### config.mk
export PLATFORM = sky130hd
export DESIGN_NAME = ex_top
export DESIGN_NICKNAME = d
export VERILOG_FILES = /design/src/ex_pkg.sv /design/src/ex_top.sv /design/src/ex_result.sv /design/src/ex_hilo.sv /design/src/ex_mult.sv /design/src/ex_arith.sv /design/src/ex_logic_shift.sv /design/src/ex_ctrl.sv
export VERILOG_INCLUDE_DIRS = /design/src
export SDC_FILE = /design/constraint.sdc
export NUM_CORES = 2
export LEC_CHECK = 0
export ABC_AREA = 1
export BUFFER_PORTS_ARGS = -buffer_cell sky130_fd_sc_hd__buf_4
export CELL_PAD_IN_SITES_DETAIL_PLACEMENT = 0
export CELL_PAD_IN_SITES_GLOBAL_PLACEMENT = 1
export CORE_ASPECT_RATIO = 0.8
export CORE_UTILIZATION = 40
export DETAILED_ROUTE_END_ITERATION = 16
export HOLD_SLACK_MARGIN = 0.15
export PLACE_DENSITY_LB_ADDON = 0.3
export SYNTH_ARGS = -nofsm -noshare
export SYNTH_HDL_FRONTEND = slang
export SYNTH_HIERARCHICAL = 1
export SYNTH_SLANG_ARGS = --single-unit
### constraint.sdc
create_clock -name clk -period 15.45 [get_ports clk]
set_input_delay 2.3175 -clock clk [delete_from_list [all_inputs] [get_ports clk]]
set_output_delay 2.3175 -clock clk [all_outputs]
set_load 0.05 [all_outputs]
### src/ex_cfg.svh
`ifndef EX_CFG_SVH
`define EX_CFG_SVH

`define EX_WORD_W       32
`define EX_REG_ADDR_W   5
`define EX_ALUOP_W      8
`define EX_ALUSEL_W     3
`define EX_HILO_SRC_W   2

// aluop codes
`define EX_OP_NOP       8'b0000_0000
`define EX_OP_AND       8'b0010_0100
`define EX_OP_OR        8'b0010_0101
`define EX_OP_XOR       8'b0010_0110
`define EX_OP_NOR       8'b0010_0111
`define EX_OP_SLL       8'b0111_1100
`define EX_OP_SRL       8'b0000_0010
`define EX_OP_SRA       8'b0000_0011
`define EX_OP_ADD       8'b0010_0000
`define EX_OP_ADDU      8'b0010_0001
`define EX_OP_SUB       8'b0010_0010
`define EX_OP_SUBU      8'b0010_0011
`define EX_OP_SLT       8'b0010_1010
`define EX_OP_SLTU      8'b0010_1011
`define EX_OP_ADDI      8'b0101_0101
`define EX_OP_ADDIU     8'b0101_0110
`define EX_OP_CLZ       8'b1011_0000
`define EX_OP_CLO       8'b1011_0001
`define EX_OP_MULT      8'b0001_1000
`define EX_OP_MULTU     8'b0001_1001
`define EX_OP_MUL       8'b1010_1001
`define EX_OP_MADD      8'b1010_0110
`define EX_OP_MADDU     8'b1010_1000
`define EX_OP_MSUB      8'b1010_1010
`define EX_OP_MSUBU     8'b1010_1011
`define EX_OP_MFHI      8'b0001_0000
`define EX_OP_MTHI      8'b0001_0001
`define EX_OP_MFLO      8'b0001_0010
`define EX_OP_MTLO      8'b0001_0011

// result groups
`define EX_SEL_NOP      3'b000
`define EX_SEL_LOGIC    3'b001
`define EX_SEL_SHIFT    3'b010
`define EX_SEL_MOVE     3'b011
`define EX_SEL_ARITH    3'b100
`define EX_SEL_MUL      3'b101

// hi/lo write source
`define EX_HILO_PROD    2'd0
`define EX_HILO_ACCUM   2'd1
`define EX_HILO_MTHI    2'd2
`define EX_HILO_MTLO    2'd3

`endif
### src/ex_pkg.sv
`include "ex_cfg.svh"

package ex_pkg;

    // operand and result words
    typedef logic [`EX_WORD_W-1:0]      word_t;
    typedef logic [2*`EX_WORD_W-1:0]    dword_t;   // product or hi:lo pair

    typedef logic [`EX_REG_ADDR_W-1:0]  reg_addr_t;
    typedef logic [`EX_ALUOP_W-1:0]     aluop_t;
    typedef logic [`EX_ALUSEL_W-1:0]    alusel_t;

    // shift amount, low bits of reg1
    typedef logic [$clog2(`EX_WORD_W)-1:0] shamt_t;

    // 0..32, needs one bit more than shamt
    typedef logic [$clog2(`EX_WORD_W):0] lead_cnt_t;

    // madd/msub phase
    typedef enum logic
    {
        MACC_IDLE,
        MACC_ACCUM
    } macc_state_e;

endpackage

### src/ex_top.sv
`timescale 1ns/1ps
`include "ex_cfg.svh"

module ex_top (
    input  logic                clk,
    input  logic                rst_n_i,
    input  ex_pkg::aluop_t      aluop_i,
    input  ex_pkg::alusel_t     alusel_i,
    input  ex_pkg::word_t       reg1_i,
    input  ex_pkg::word_t       reg2_i,
    input  ex_pkg::reg_addr_t   wd_i,
    input  logic                wreg_i,
    output ex_pkg::reg_addr_t   wd_o,
    output logic                wreg_o,
    output ex_pkg::word_t       wdata_o,
    output logic                whilo_o,
    output ex_pkg::word_t       hi_o,
    output ex_pkg::word_t       lo_o,
    output logic                stall_o
);
    import ex_pkg::*;

    logic                       mult_signed;
    logic                       prod_negate;
    logic                       sub;
    logic                       slt_signed;
    logic [`EX_HILO_SRC_W-1:0]  hilo_src;
    logic                       stash;
    logic                       whilo;
    logic                       wreg;
    logic                       ovf;

    word_t  logic_res;
    word_t  shift_res;
    word_t  arith_res;
    dword_t prod;
    word_t  hi_cur;
    word_t  lo_cur;
    word_t  hi_wr;
    word_t  lo_wr;

    ex_ctrl u_ctrl (
        .clk            (clk),
        .rst_n_i        (rst_n_i),
        .aluop_i        (aluop_i),
        .wreg_i         (wreg_i),
        .ovf_i          (ovf),
        .stall_o        (stall_o),
        .mult_signed_o  (mult_signed),
        .prod_negate_o  (prod_negate),
        .sub_o          (sub),
        .slt_signed_o   (slt_signed),
        .hilo_src_o     (hilo_src),
        .stash_o        (stash),
        .whilo_o        (whilo),
        .wreg_o         (wreg)
    );

    ex_logic_shift u_logic_shift (
        .aluop_i    (aluop_i),
        .reg1_i     (reg1_i),
        .reg2_i     (reg2_i),
        .logic_o    (logic_res),
        .shift_o    (shift_res)
    );

    ex_arith u_arith (
        .aluop_i        (aluop_i),
        .reg1_i         (reg1_i),
        .reg2_i         (reg2_i),
        .sub_i          (sub),
        .slt_signed_i   (slt_signed),
        .arith_o        (arith_res),
        .ovf_o          (ovf)
    );

    ex_mult u_mult (
        .reg1_i         (reg1_i),
        .reg2_i         (reg2_i),
        .mult_signed_i  (mult_signed),
        .prod_negate_i  (prod_negate),
        .prod_o         (prod)
    );

    ex_hilo u_hilo (
        .clk        (clk),
        .rst_n_i    (rst_n_i),
        .reg1_i     (reg1_i),
        .prod_i     (prod),
        .hilo_src_i (hilo_src),
        .stash_i    (stash),
        .whilo_i    (whilo),
        .hi_o       (hi_cur),
        .lo_o       (lo_cur),
        .hi_wr_o    (hi_wr),
        .lo_wr_o    (lo_wr)
    );

    ex_result u_result (
        .clk        (clk),
        .rst_n_i    (rst_n_i),
        .alusel_i   (alusel_i),
        .aluop_i    (aluop_i),
        .logic_i    (logic_res),
        .shift_i    (shift_res),
        .arith_i    (arith_res),
        .prod_lo_i  (prod[`EX_WORD_W-1:0]),
        .hi_i       (hi_cur),
        .lo_i       (lo_cur),
        .hi_wr_i    (hi_wr),
        .lo_wr_i    (lo_wr),
        .wd_i       (wd_i),
        .wreg_i     (wreg),
        .whilo_i    (whilo),
        .wd_o       (wd_o),
        .wreg_o     (wreg_o),
        .wdata_o    (wdata_o),
        .whilo_o    (whilo_o),
        .hi_o       (hi_o),
        .lo_o       (lo_o)
    );

endmodule

### src/ex_result.sv
`timescale 1ns/1ps
`include "ex_cfg.svh"

module ex_result (
    input  logic                clk,
    input  logic                rst_n_i,
    input  ex_pkg::alusel_t     alusel_i,
    input  ex_pkg::aluop_t      aluop_i,
    input  ex_pkg::word_t       logic_i,
    input  ex_pkg::word_t       shift_i,
    input  ex_pkg::word_t       arith_i,
    input  ex_pkg::word_t       prod_lo_i,
    input  ex_pkg::word_t       hi_i,
    input  ex_pkg::word_t       lo_i,
    input  ex_pkg::word_t       hi_wr_i,
    input  ex_pkg::word_t       lo_wr_i,
    input  ex_pkg::reg_addr_t   wd_i,
    input  logic                wreg_i,
    input  logic                whilo_i,
    output ex_pkg::reg_addr_t   wd_o,
    output logic                wreg_o,
    output ex_pkg::word_t       wdata_o,
    output logic                whilo_o,
    output ex_pkg::word_t       hi_o,
    output ex_pkg::word_t       lo_o
);
    import ex_pkg::*;

    word_t move_res;
    word_t result;

    assign move_res = (aluop_i == `EX_OP_MFHI) ? hi_i :
                      (aluop_i == `EX_OP_MFLO) ? lo_i : '0;

    always_comb
    begin
        case (alusel_i)
            `EX_SEL_LOGIC: result = logic_i;
            `EX_SEL_SHIFT: result = shift_i;
            `EX_SEL_ARITH: result = arith_i;
            `EX_SEL_MUL:   result = prod_lo_i;  // mul keeps the low word
            `EX_SEL_MOVE:  result = move_res;
            default:       result = '0;
        endcase
    end

    // ex/mem style output register
    always_ff @(posedge clk)
    begin
        if (!rst_n_i)
        begin
            wd_o    <= '0;
            wreg_o  <= 1'b0;
            wdata_o <= '0;
            whilo_o <= 1'b0;
            hi_o    <= '0;
            lo_o    <= '0;
        end
        else
        begin
            wd_o    <= wd_i;
            wreg_o  <= wreg_i;
            wdata_o <= result;
            whilo_o <= whilo_i;
            hi_o    <= whilo_i ? hi_wr_i : '0;
            lo_o    <= whilo_i ? lo_wr_i : '0;
        end
    end

endmodule

### src/ex_hilo.sv
`timescale 1ns/1ps
`include "ex_cfg.svh"

module ex_hilo (
    input  logic                        clk,
    input  logic                        rst_n_i,
    input  ex_pkg::word_t               reg1_i,
    input  ex_pkg::dword_t              prod_i,
    input  logic [`EX_HILO_SRC_W-1:0]   hilo_src_i,
    input  logic                        stash_i,
    input  logic                        whilo_i,
    output ex_pkg::word_t               hi_o,
    output ex_pkg::word_t               lo_o,
    output ex_pkg::word_t               hi_wr_o,
    output ex_pkg::word_t               lo_wr_o
);
    import ex_pkg::*;

    dword_t hilo_q;
    dword_t hilo_d;
    dword_t stash_q;    // product held between the two macc cycles

    always_ff @(posedge clk)
    begin
        if (!rst_n_i)
        begin
            hilo_q <= '0;
        end
        else if (whilo_i)
        begin
            hilo_q <= hilo_d;
        end
    end

    always_ff @(posedge clk)
    begin
        if (stash_i)
        begin
            stash_q <= prod_i;
        end
    end

    always_comb
    begin
        case (hilo_src_i)
            `EX_HILO_ACCUM: hilo_d = hilo_q + stash_q;
            `EX_HILO_MTHI:  hilo_d = {reg1_i, hilo_q[`EX_WORD_W-1:0]};
            `EX_HILO_MTLO:  hilo_d = {hilo_q[2*`EX_WORD_W-1:`EX_WORD_W], reg1_i};
            default:        hilo_d = prod_i;    // mult/multu
        endcase
    end

    // current value for mfhi/mflo
    assign hi_o = hilo_q[2*`EX_WORD_W-1:`EX_WORD_W];
    assign lo_o = hilo_q[`EX_WORD_W-1:0];

    assign hi_wr_o = hilo_d[2*`EX_WORD_W-1:`EX_WORD_W];
    assign lo_wr_o = hilo_d[`EX_WORD_W-1:0];

endmodule

### src/ex_mult.sv
`timescale 1ns/1ps
`include "ex_cfg.svh"

module ex_mult (
    input  ex_pkg::word_t   reg1_i,
    input  ex_pkg::word_t   reg2_i,
    input  logic            mult_signed_i,
    input  logic            prod_negate_i,
    output ex_pkg::dword_t  prod_o
);
    import ex_pkg::*;

    localparam int MSB = `EX_WORD_W - 1;

    word_t  mag1;
    word_t  mag2;
    dword_t raw;
    logic   signs_differ;
    logic   negate;

    // magnitudes only in signed mode
    assign mag1 = (mult_signed_i && reg1_i[MSB]) ? (~reg1_i + 1'b1) : reg1_i;
    assign mag2 = (mult_signed_i && reg2_i[MSB]) ? (~reg2_i + 1'b1) : reg2_i;

    assign raw = dword_t'(mag1) * dword_t'(mag2);

    assign signs_differ = mult_signed_i && (reg1_i[MSB] ^ reg2_i[MSB]);

    // msub flips the sign once more
    assign negate = signs_differ ^ prod_negate_i;

    assign prod_o = negate ? (~raw + 1'b1) : raw;

endmodule

### src/ex_arith.sv
`timescale 1ns/1ps
`include "ex_cfg.svh"

module ex_arith (
    input  ex_pkg::aluop_t  aluop_i,
    input  ex_pkg::word_t   reg1_i,
    input  ex_pkg::word_t   reg2_i,
    input  logic            sub_i,
    input  logic            slt_signed_i,
    output ex_pkg::word_t   arith_o,
    output logic            ovf_o
);
    import ex_pkg::*;

    localparam int MSB = `EX_WORD_W - 1;

    word_t     opb;
    word_t     sum;
    logic      lt;
    lead_cnt_t zeros;
    lead_cnt_t ones;

    function automatic lead_cnt_t lead_zeros(input word_t w);
        lead_cnt_t cnt;
        logic      done;
        cnt  = '0;
        done = 1'b0;
        for (int i = MSB; i >= 0; i--)
        begin
            if (w[i])
            begin
                done = 1'b1;
            end
            else if (!done)
            begin
                cnt = cnt + 1'b1;
            end
        end
        return cnt;
    endfunction

    // a - b as a + ~b + 1
    assign opb = sub_i ? ~reg2_i : reg2_i;
    assign sum = reg1_i + opb + word_t'(sub_i);

    // same-sign addends, sum sign flipped
    assign ovf_o = (reg1_i[MSB] == opb[MSB]) && (sum[MSB] != reg1_i[MSB]);

    assign lt = slt_signed_i ? (sum[MSB] ^ ovf_o) : (reg1_i < reg2_i);

    assign zeros = lead_zeros(reg1_i);
    assign ones  = lead_zeros(~reg1_i);  // clo counts zeros of the complement

    always_comb
    begin
        case (aluop_i)
            `EX_OP_SLT, `EX_OP_SLTU:
                arith_o = word_t'(lt);
            `EX_OP_ADD, `EX_OP_ADDU, `EX_OP_ADDI, `EX_OP_ADDIU, `EX_OP_SUB, `EX_OP_SUBU:
                arith_o = sum;
            `EX_OP_CLZ:
                arith_o = {{(`EX_WORD_W-$bits(lead_cnt_t)){1'b0}}, zeros};
            `EX_OP_CLO:
                arith_o = {{(`EX_WORD_W-$bits(lead_cnt_t)){1'b0}}, ones};
            default:
                arith_o = '0;
        endcase
    end

endmodule

### src/ex_logic_shift.sv
`timescale 1ns/1ps
`include "ex_cfg.svh"

module ex_logic_shift (
    input  ex_pkg::aluop_t  aluop_i,
    input  ex_pkg::word_t   reg1_i,
    input  ex_pkg::word_t   reg2_i,
    output ex_pkg::word_t   logic_o,
    output ex_pkg::word_t   shift_o
);
    import ex_pkg::*;

    shamt_t shamt;

    assign shamt = reg1_i[$bits(shamt_t)-1:0];  // upper bits ignored

    always_comb
    begin
        case (aluop_i)
            `EX_OP_OR:  logic_o = reg1_i | reg2_i;
            `EX_OP_AND: logic_o = reg1_i & reg2_i;
            `EX_OP_NOR: logic_o = ~(reg1_i | reg2_i);
            `EX_OP_XOR: logic_o = reg1_i ^ reg2_i;
            default:    logic_o = '0;
        endcase
    end

    always_comb
    begin
        case (aluop_i)
            `EX_OP_SLL:
            begin
                shift_o = reg2_i << shamt;
            end
            `EX_OP_SRL:
            begin
                shift_o = reg2_i >> shamt;
            end
            `EX_OP_SRA:
            begin
                shift_o = word_t'($signed(reg2_i) >>> shamt);  // sign fill
            end
            default:
            begin
                shift_o = '0;
            end
        endcase
    end

endmodule

### src/ex_ctrl.sv
`timescale 1ns/1ps
`include "ex_cfg.svh"

module ex_ctrl (
    input  logic                        clk,
    input  logic                        rst_n_i,
    input  ex_pkg::aluop_t              aluop_i,
    input  logic                        wreg_i,
    input  logic                        ovf_i,
    output logic                        stall_o,
    output logic                        mult_signed_o,
    output logic                        prod_negate_o,
    output logic                        sub_o,
    output logic                        slt_signed_o,
    output logic [`EX_HILO_SRC_W-1:0]   hilo_src_o,
    output logic                        stash_o,
    output logic                        whilo_o,
    output logic                        wreg_o
);
    import ex_pkg::*;

    macc_state_e state_q;
    logic        is_macc;
    logic        ovf_trap;

    assign is_macc = (aluop_i == `EX_OP_MADD) || (aluop_i == `EX_OP_MADDU) ||
                     (aluop_i == `EX_OP_MSUB) || (aluop_i == `EX_OP_MSUBU);

    // first macc cycle stalls and stashes the product
    assign stall_o = is_macc && (state_q == MACC_IDLE);
    assign stash_o = stall_o;

    always_ff @(posedge clk)
    begin
        if (!rst_n_i)
        begin
            state_q <= MACC_IDLE;
        end
        else if (stall_o)
        begin
            state_q <= MACC_ACCUM;
        end
        else
        begin
            state_q <= MACC_IDLE;   // accum lasts one cycle
        end
    end

    assign mult_signed_o = (aluop_i == `EX_OP_MUL) || (aluop_i == `EX_OP_MULT) ||
                           (aluop_i == `EX_OP_MADD) || (aluop_i == `EX_OP_MSUB);
    assign prod_negate_o = (aluop_i == `EX_OP_MSUB) || (aluop_i == `EX_OP_MSUBU);

    // slt goes through the subtractor, sltu compares directly
    assign sub_o        = (aluop_i == `EX_OP_SUB) || (aluop_i == `EX_OP_SUBU) ||
                          (aluop_i == `EX_OP_SLT);
    assign slt_signed_o = (aluop_i == `EX_OP_SLT);

    // trapping forms only, the unsigned ones always write
    assign ovf_trap = ovf_i && ((aluop_i == `EX_OP_ADD) || (aluop_i == `EX_OP_ADDI) ||
                                (aluop_i == `EX_OP_SUB));
    assign wreg_o   = wreg_i && !ovf_trap && !stall_o;

    always_comb
    begin
        hilo_src_o = `EX_HILO_PROD;
        whilo_o    = 1'b0;
        case (aluop_i)
            `EX_OP_MULT, `EX_OP_MULTU:
            begin
                whilo_o = 1'b1;
            end
            `EX_OP_MADD, `EX_OP_MADDU, `EX_OP_MSUB, `EX_OP_MSUBU:
            begin
                hilo_src_o = `EX_HILO_ACCUM;
                whilo_o    = (state_q == MACC_ACCUM);   // second cycle only
            end
            `EX_OP_MTHI:
            begin
                hilo_src_o = `EX_HILO_MTHI;
                whilo_o    = 1'b1;
            end
            `EX_OP_MTLO:
            begin
                hilo_src_o = `EX_HILO_MTLO;
                whilo_o    = 1'b1;
            end
            default:
            begin
                whilo_o = 1'b0;
            end
        endcase
    end

endmodule

==> flow_summary_export.csv <==
group,metric,value,unit
worst_setup_path,worstReg2RegStart,"u_hilo/hilo_q[37]",
synth,async_flop_share,0,
route,vias_per_cell,5.35,
timing,maxSlewHeadroom,0.156,
floorplan,core,0.175,mm2
clock_network,cts-root-buf,"clkbuf_16",
worst_setup_path,critPathMostFrequentCell,"buf_4",
global_routing,grt.total_usage,0.353,
route,avgRoutedWirePerCell,23.0,um
worst_setup_path,required,15.91,ns
clock_network,cts.path.max_buffers,3,
synth,synth_cell_types,73,
worst_setup_path,worst_ep_arrival_time,16.83,ns
synth,syn_avg_cell_area,6.33,um2
synth,netlist_instances,11200,
finish,nets,13000,
finish,final_area,0.0783,mm2
global_routing,overflow,0,
timing,hold_viol_final,0,
hold_path,min_path_cells,2,
clock_network,cts_max_level,1,
route,drc,0,
clock_network,clock_sinks,232,
floorplan,die-area,0.179,mm2
global_routing,grt_max_degree,81,
flow_run,cap_violations,0,
synth,synth.largest_area_cell,"fa_1",
outcome,violations,"negative setup slack",
synth,synth-edff-count,64,
global_routing,antenna_found_initial,22,
finish,area_growth,10.3,%
worst_setup_path,crit_path_end_kind,"register",
worst_setup_path,ff2ff_setup_slack,12.27,ns
placement,dpl_cell_area,0.0764,mm2
outcome,status,"finished with violations",
worst_setup_path,r2r_end,"u_result/hi_o[31]",
synth,yosysMostFrequentCell,"nand2_1",
timing,finalSetupViolCount,5,
worst_setup_path,crit_path_top_delay_cell,"a221oi_4",
placement,dp_hpwl,254000,um
synth,synth_top_cells_by_area,"fa_1, nand2_1, inv_1",
worst_setup_path,worst_setup_path_start_kind,"input pin",
timing,drv_slew,0,
clock_network,numCtsBuffers,26,
global_routing,grt_pass1_wl,466000,um
worst_setup_path,crit_fanout,4,
floorplan,rows,137,
timing,fin_ws,-0.920,ns
placement,place.gp.congestion,1.04,
hold_path,min_to,"u_hilo/hilo_q[1]",
placement,io_buffer_count,186,
route,first_iter_violations,8564,
floorplan,dieHeight,379,um
route,wl,319000,um
worst_setup_path,rr_worst_depth,14,
clock_network,insertion_delay,0.64,ns
synth,ys.warnings.count,6,
clock_network,cts_tree,"yes",
worst_setup_path,path_class,"in -> reg",
floorplan,die_w,473,um
synth,syn-cell-area,0.0710,mm2
timing,fmaxAchievable,0.0611,GHz
synth,synthTopCellsByCount,"nand2_1, inv_1, nor2_1",
timing,skew,0.0445,ns
hold_path,holdCritStartpoint,"u_hilo/hilo_q[1]",
floorplan,ios,187,
route,vias,74200,
clock_network,clk_pin_slew,0.07,ns
synth,yosysSeqAreaShare,0.0744,
timing,fin_crit_sh,1.06,
floorplan,start_util,0.405,
route,ant_nets,0,
hold_path,hold_class,"reg -> reg",
clock_network,hold_buffers,0,
finish,drive_gt1_frac,0.0934,
global_routing,first_global_vias,71000,
route,first_pass_iters,8,
timing,rsz0062_at_grt,"true",
synth,ys_ff_latch,232,
synth,netlist.area_leader.share,0.253,
timing,min_period,16.37,ns
synth,synth_flop_cell,"dfxtp_1",
timing,worstMarginPinSlew,1.26,ns
worst_setup_path,slowest_delay,0.29,ns
-- registers in the layout, indices dropped and copies added (netlist names) --
register          count
u_ctrl/state_q        1
u_hilo/hilo_q        64
u_hilo/stash_q       64
u_result/hi_o        32
u_result/lo_o        32
u_result/wd_o         5
u_result/wdata_o     32
u_result/whilo_o      1
u_result/wreg_o       1
-- worst max-delay path by stage --
stage | from | end | slack [ns] | cells past startpoint
after floorplan | reg1_i[30] | u_result/wdata_o[4] | -0.35 | 121
after global placement | reg1_i[31] | u_result/wdata_o[4] | -1.77 | 123
after detailed placement | reg1_i[31] | u_result/wdata_o[4] | -1.80 | 126
after CTS | reg1_i[31] | u_result/wdata_o[4] | -0.71 | 125
after global routing | reg1_i[31] | u_result/wdata_o[4] | -1.96 | 127
final | reg1_i[31] | u_result/wdata_o[4] | -0.92 | 121
-- stage by stage --
stage	instances	utilization	hold slack, ns	setup slack (ns)	TNS [ns]
4_1_cts	13900	0.445	0.568	-0.712	-3.24
3_3_place_gp	13700	0.436	0.553	-1.77	-8.24
5_1_grt	13900	0.447	0.593	-1.96	-9.42
6_report	13900	0.447	0.572	-0.920	-3.86
2_1_floorplan	11200	-	0.487	-0.354	-1.10
3_5_place_dp	13700	0.436	0.554	-1.80	-8.49
-- cell type report --
cell class | count | area [um2]
Antenna cell | 4 | 10.0
Inverter | 2540 | 9580
Timing Repair Buffer | 565 | 4280
Clock buffer | 34 | 764
Multi-Input combinational cell | 8133 | 55300
Clock inverter | 14 | 145
Tap cell | 2363 | 2960
Sequential cell | 232 | 5290
Fill cell | 18600 | 97000
-- layout by cell type, fill, tap and decap left out, types with 67 or more instances in the layout --
cell type and n:
inv_2 71, ha_1 502, buf_4 559, inv_1 2435
nand4_1 118, o21ai_0 185, a21oi_1 314, nand2_1 3346
nor2_2 76, xor2_1 102, nand2_2 93, dfxtp_1 168
fa_1 899, nand3_1 764, nor2_1 1126, o22ai_1 67
-- what timing repair did --
item | 4_1_cts | 5_1_grt
endpoints found under the setup margin | 5 | 5
pin swaps | 62 | 72
setup buffers | 82 | 12
gates resized for setup | 25 | 48
-- layer usage --
layer | GRT usage | share of wire | vias to the layer above
li1 | - | - | 34300
met1 | 0.506 | 0.45 | 35500
met2 | 0.501 | 0.39 | 3824
met3 | 0.0966 | 0.12 | 597
met4 | 0.120 | 0.041 | 14
met5 | 0.00353 | 0.00052 | -
-- critical path, delay by kind of cell --
kind / cells / cell delay, ns
buf+inv: 42 / 4.50
xor+xnor: 4 / 0.54
compound gates: 18 / 2.41
fa+ha+maj: 10 / 2.63
simple gates: 47 / 4.39
-- cell families after synthesis --
family | after synthesis | synth area share
XOR/XNOR | 148 | 0.0189
AO/OA/AOI/OAI | 759 | 0.0599
buffers and inverters | 2856 | 0.155
adder cells (fa/ha/maj) | 1414 | 0.344
flip-flops | 232 | 0.0744
AND/OR/NAND/NOR | 5810 | 0.348
other | 1 | 0.0000528
Power is left out: the tool's default activity adds up to more than one toggle a clock period on the data nets, which glitch-free logic cannot reach.
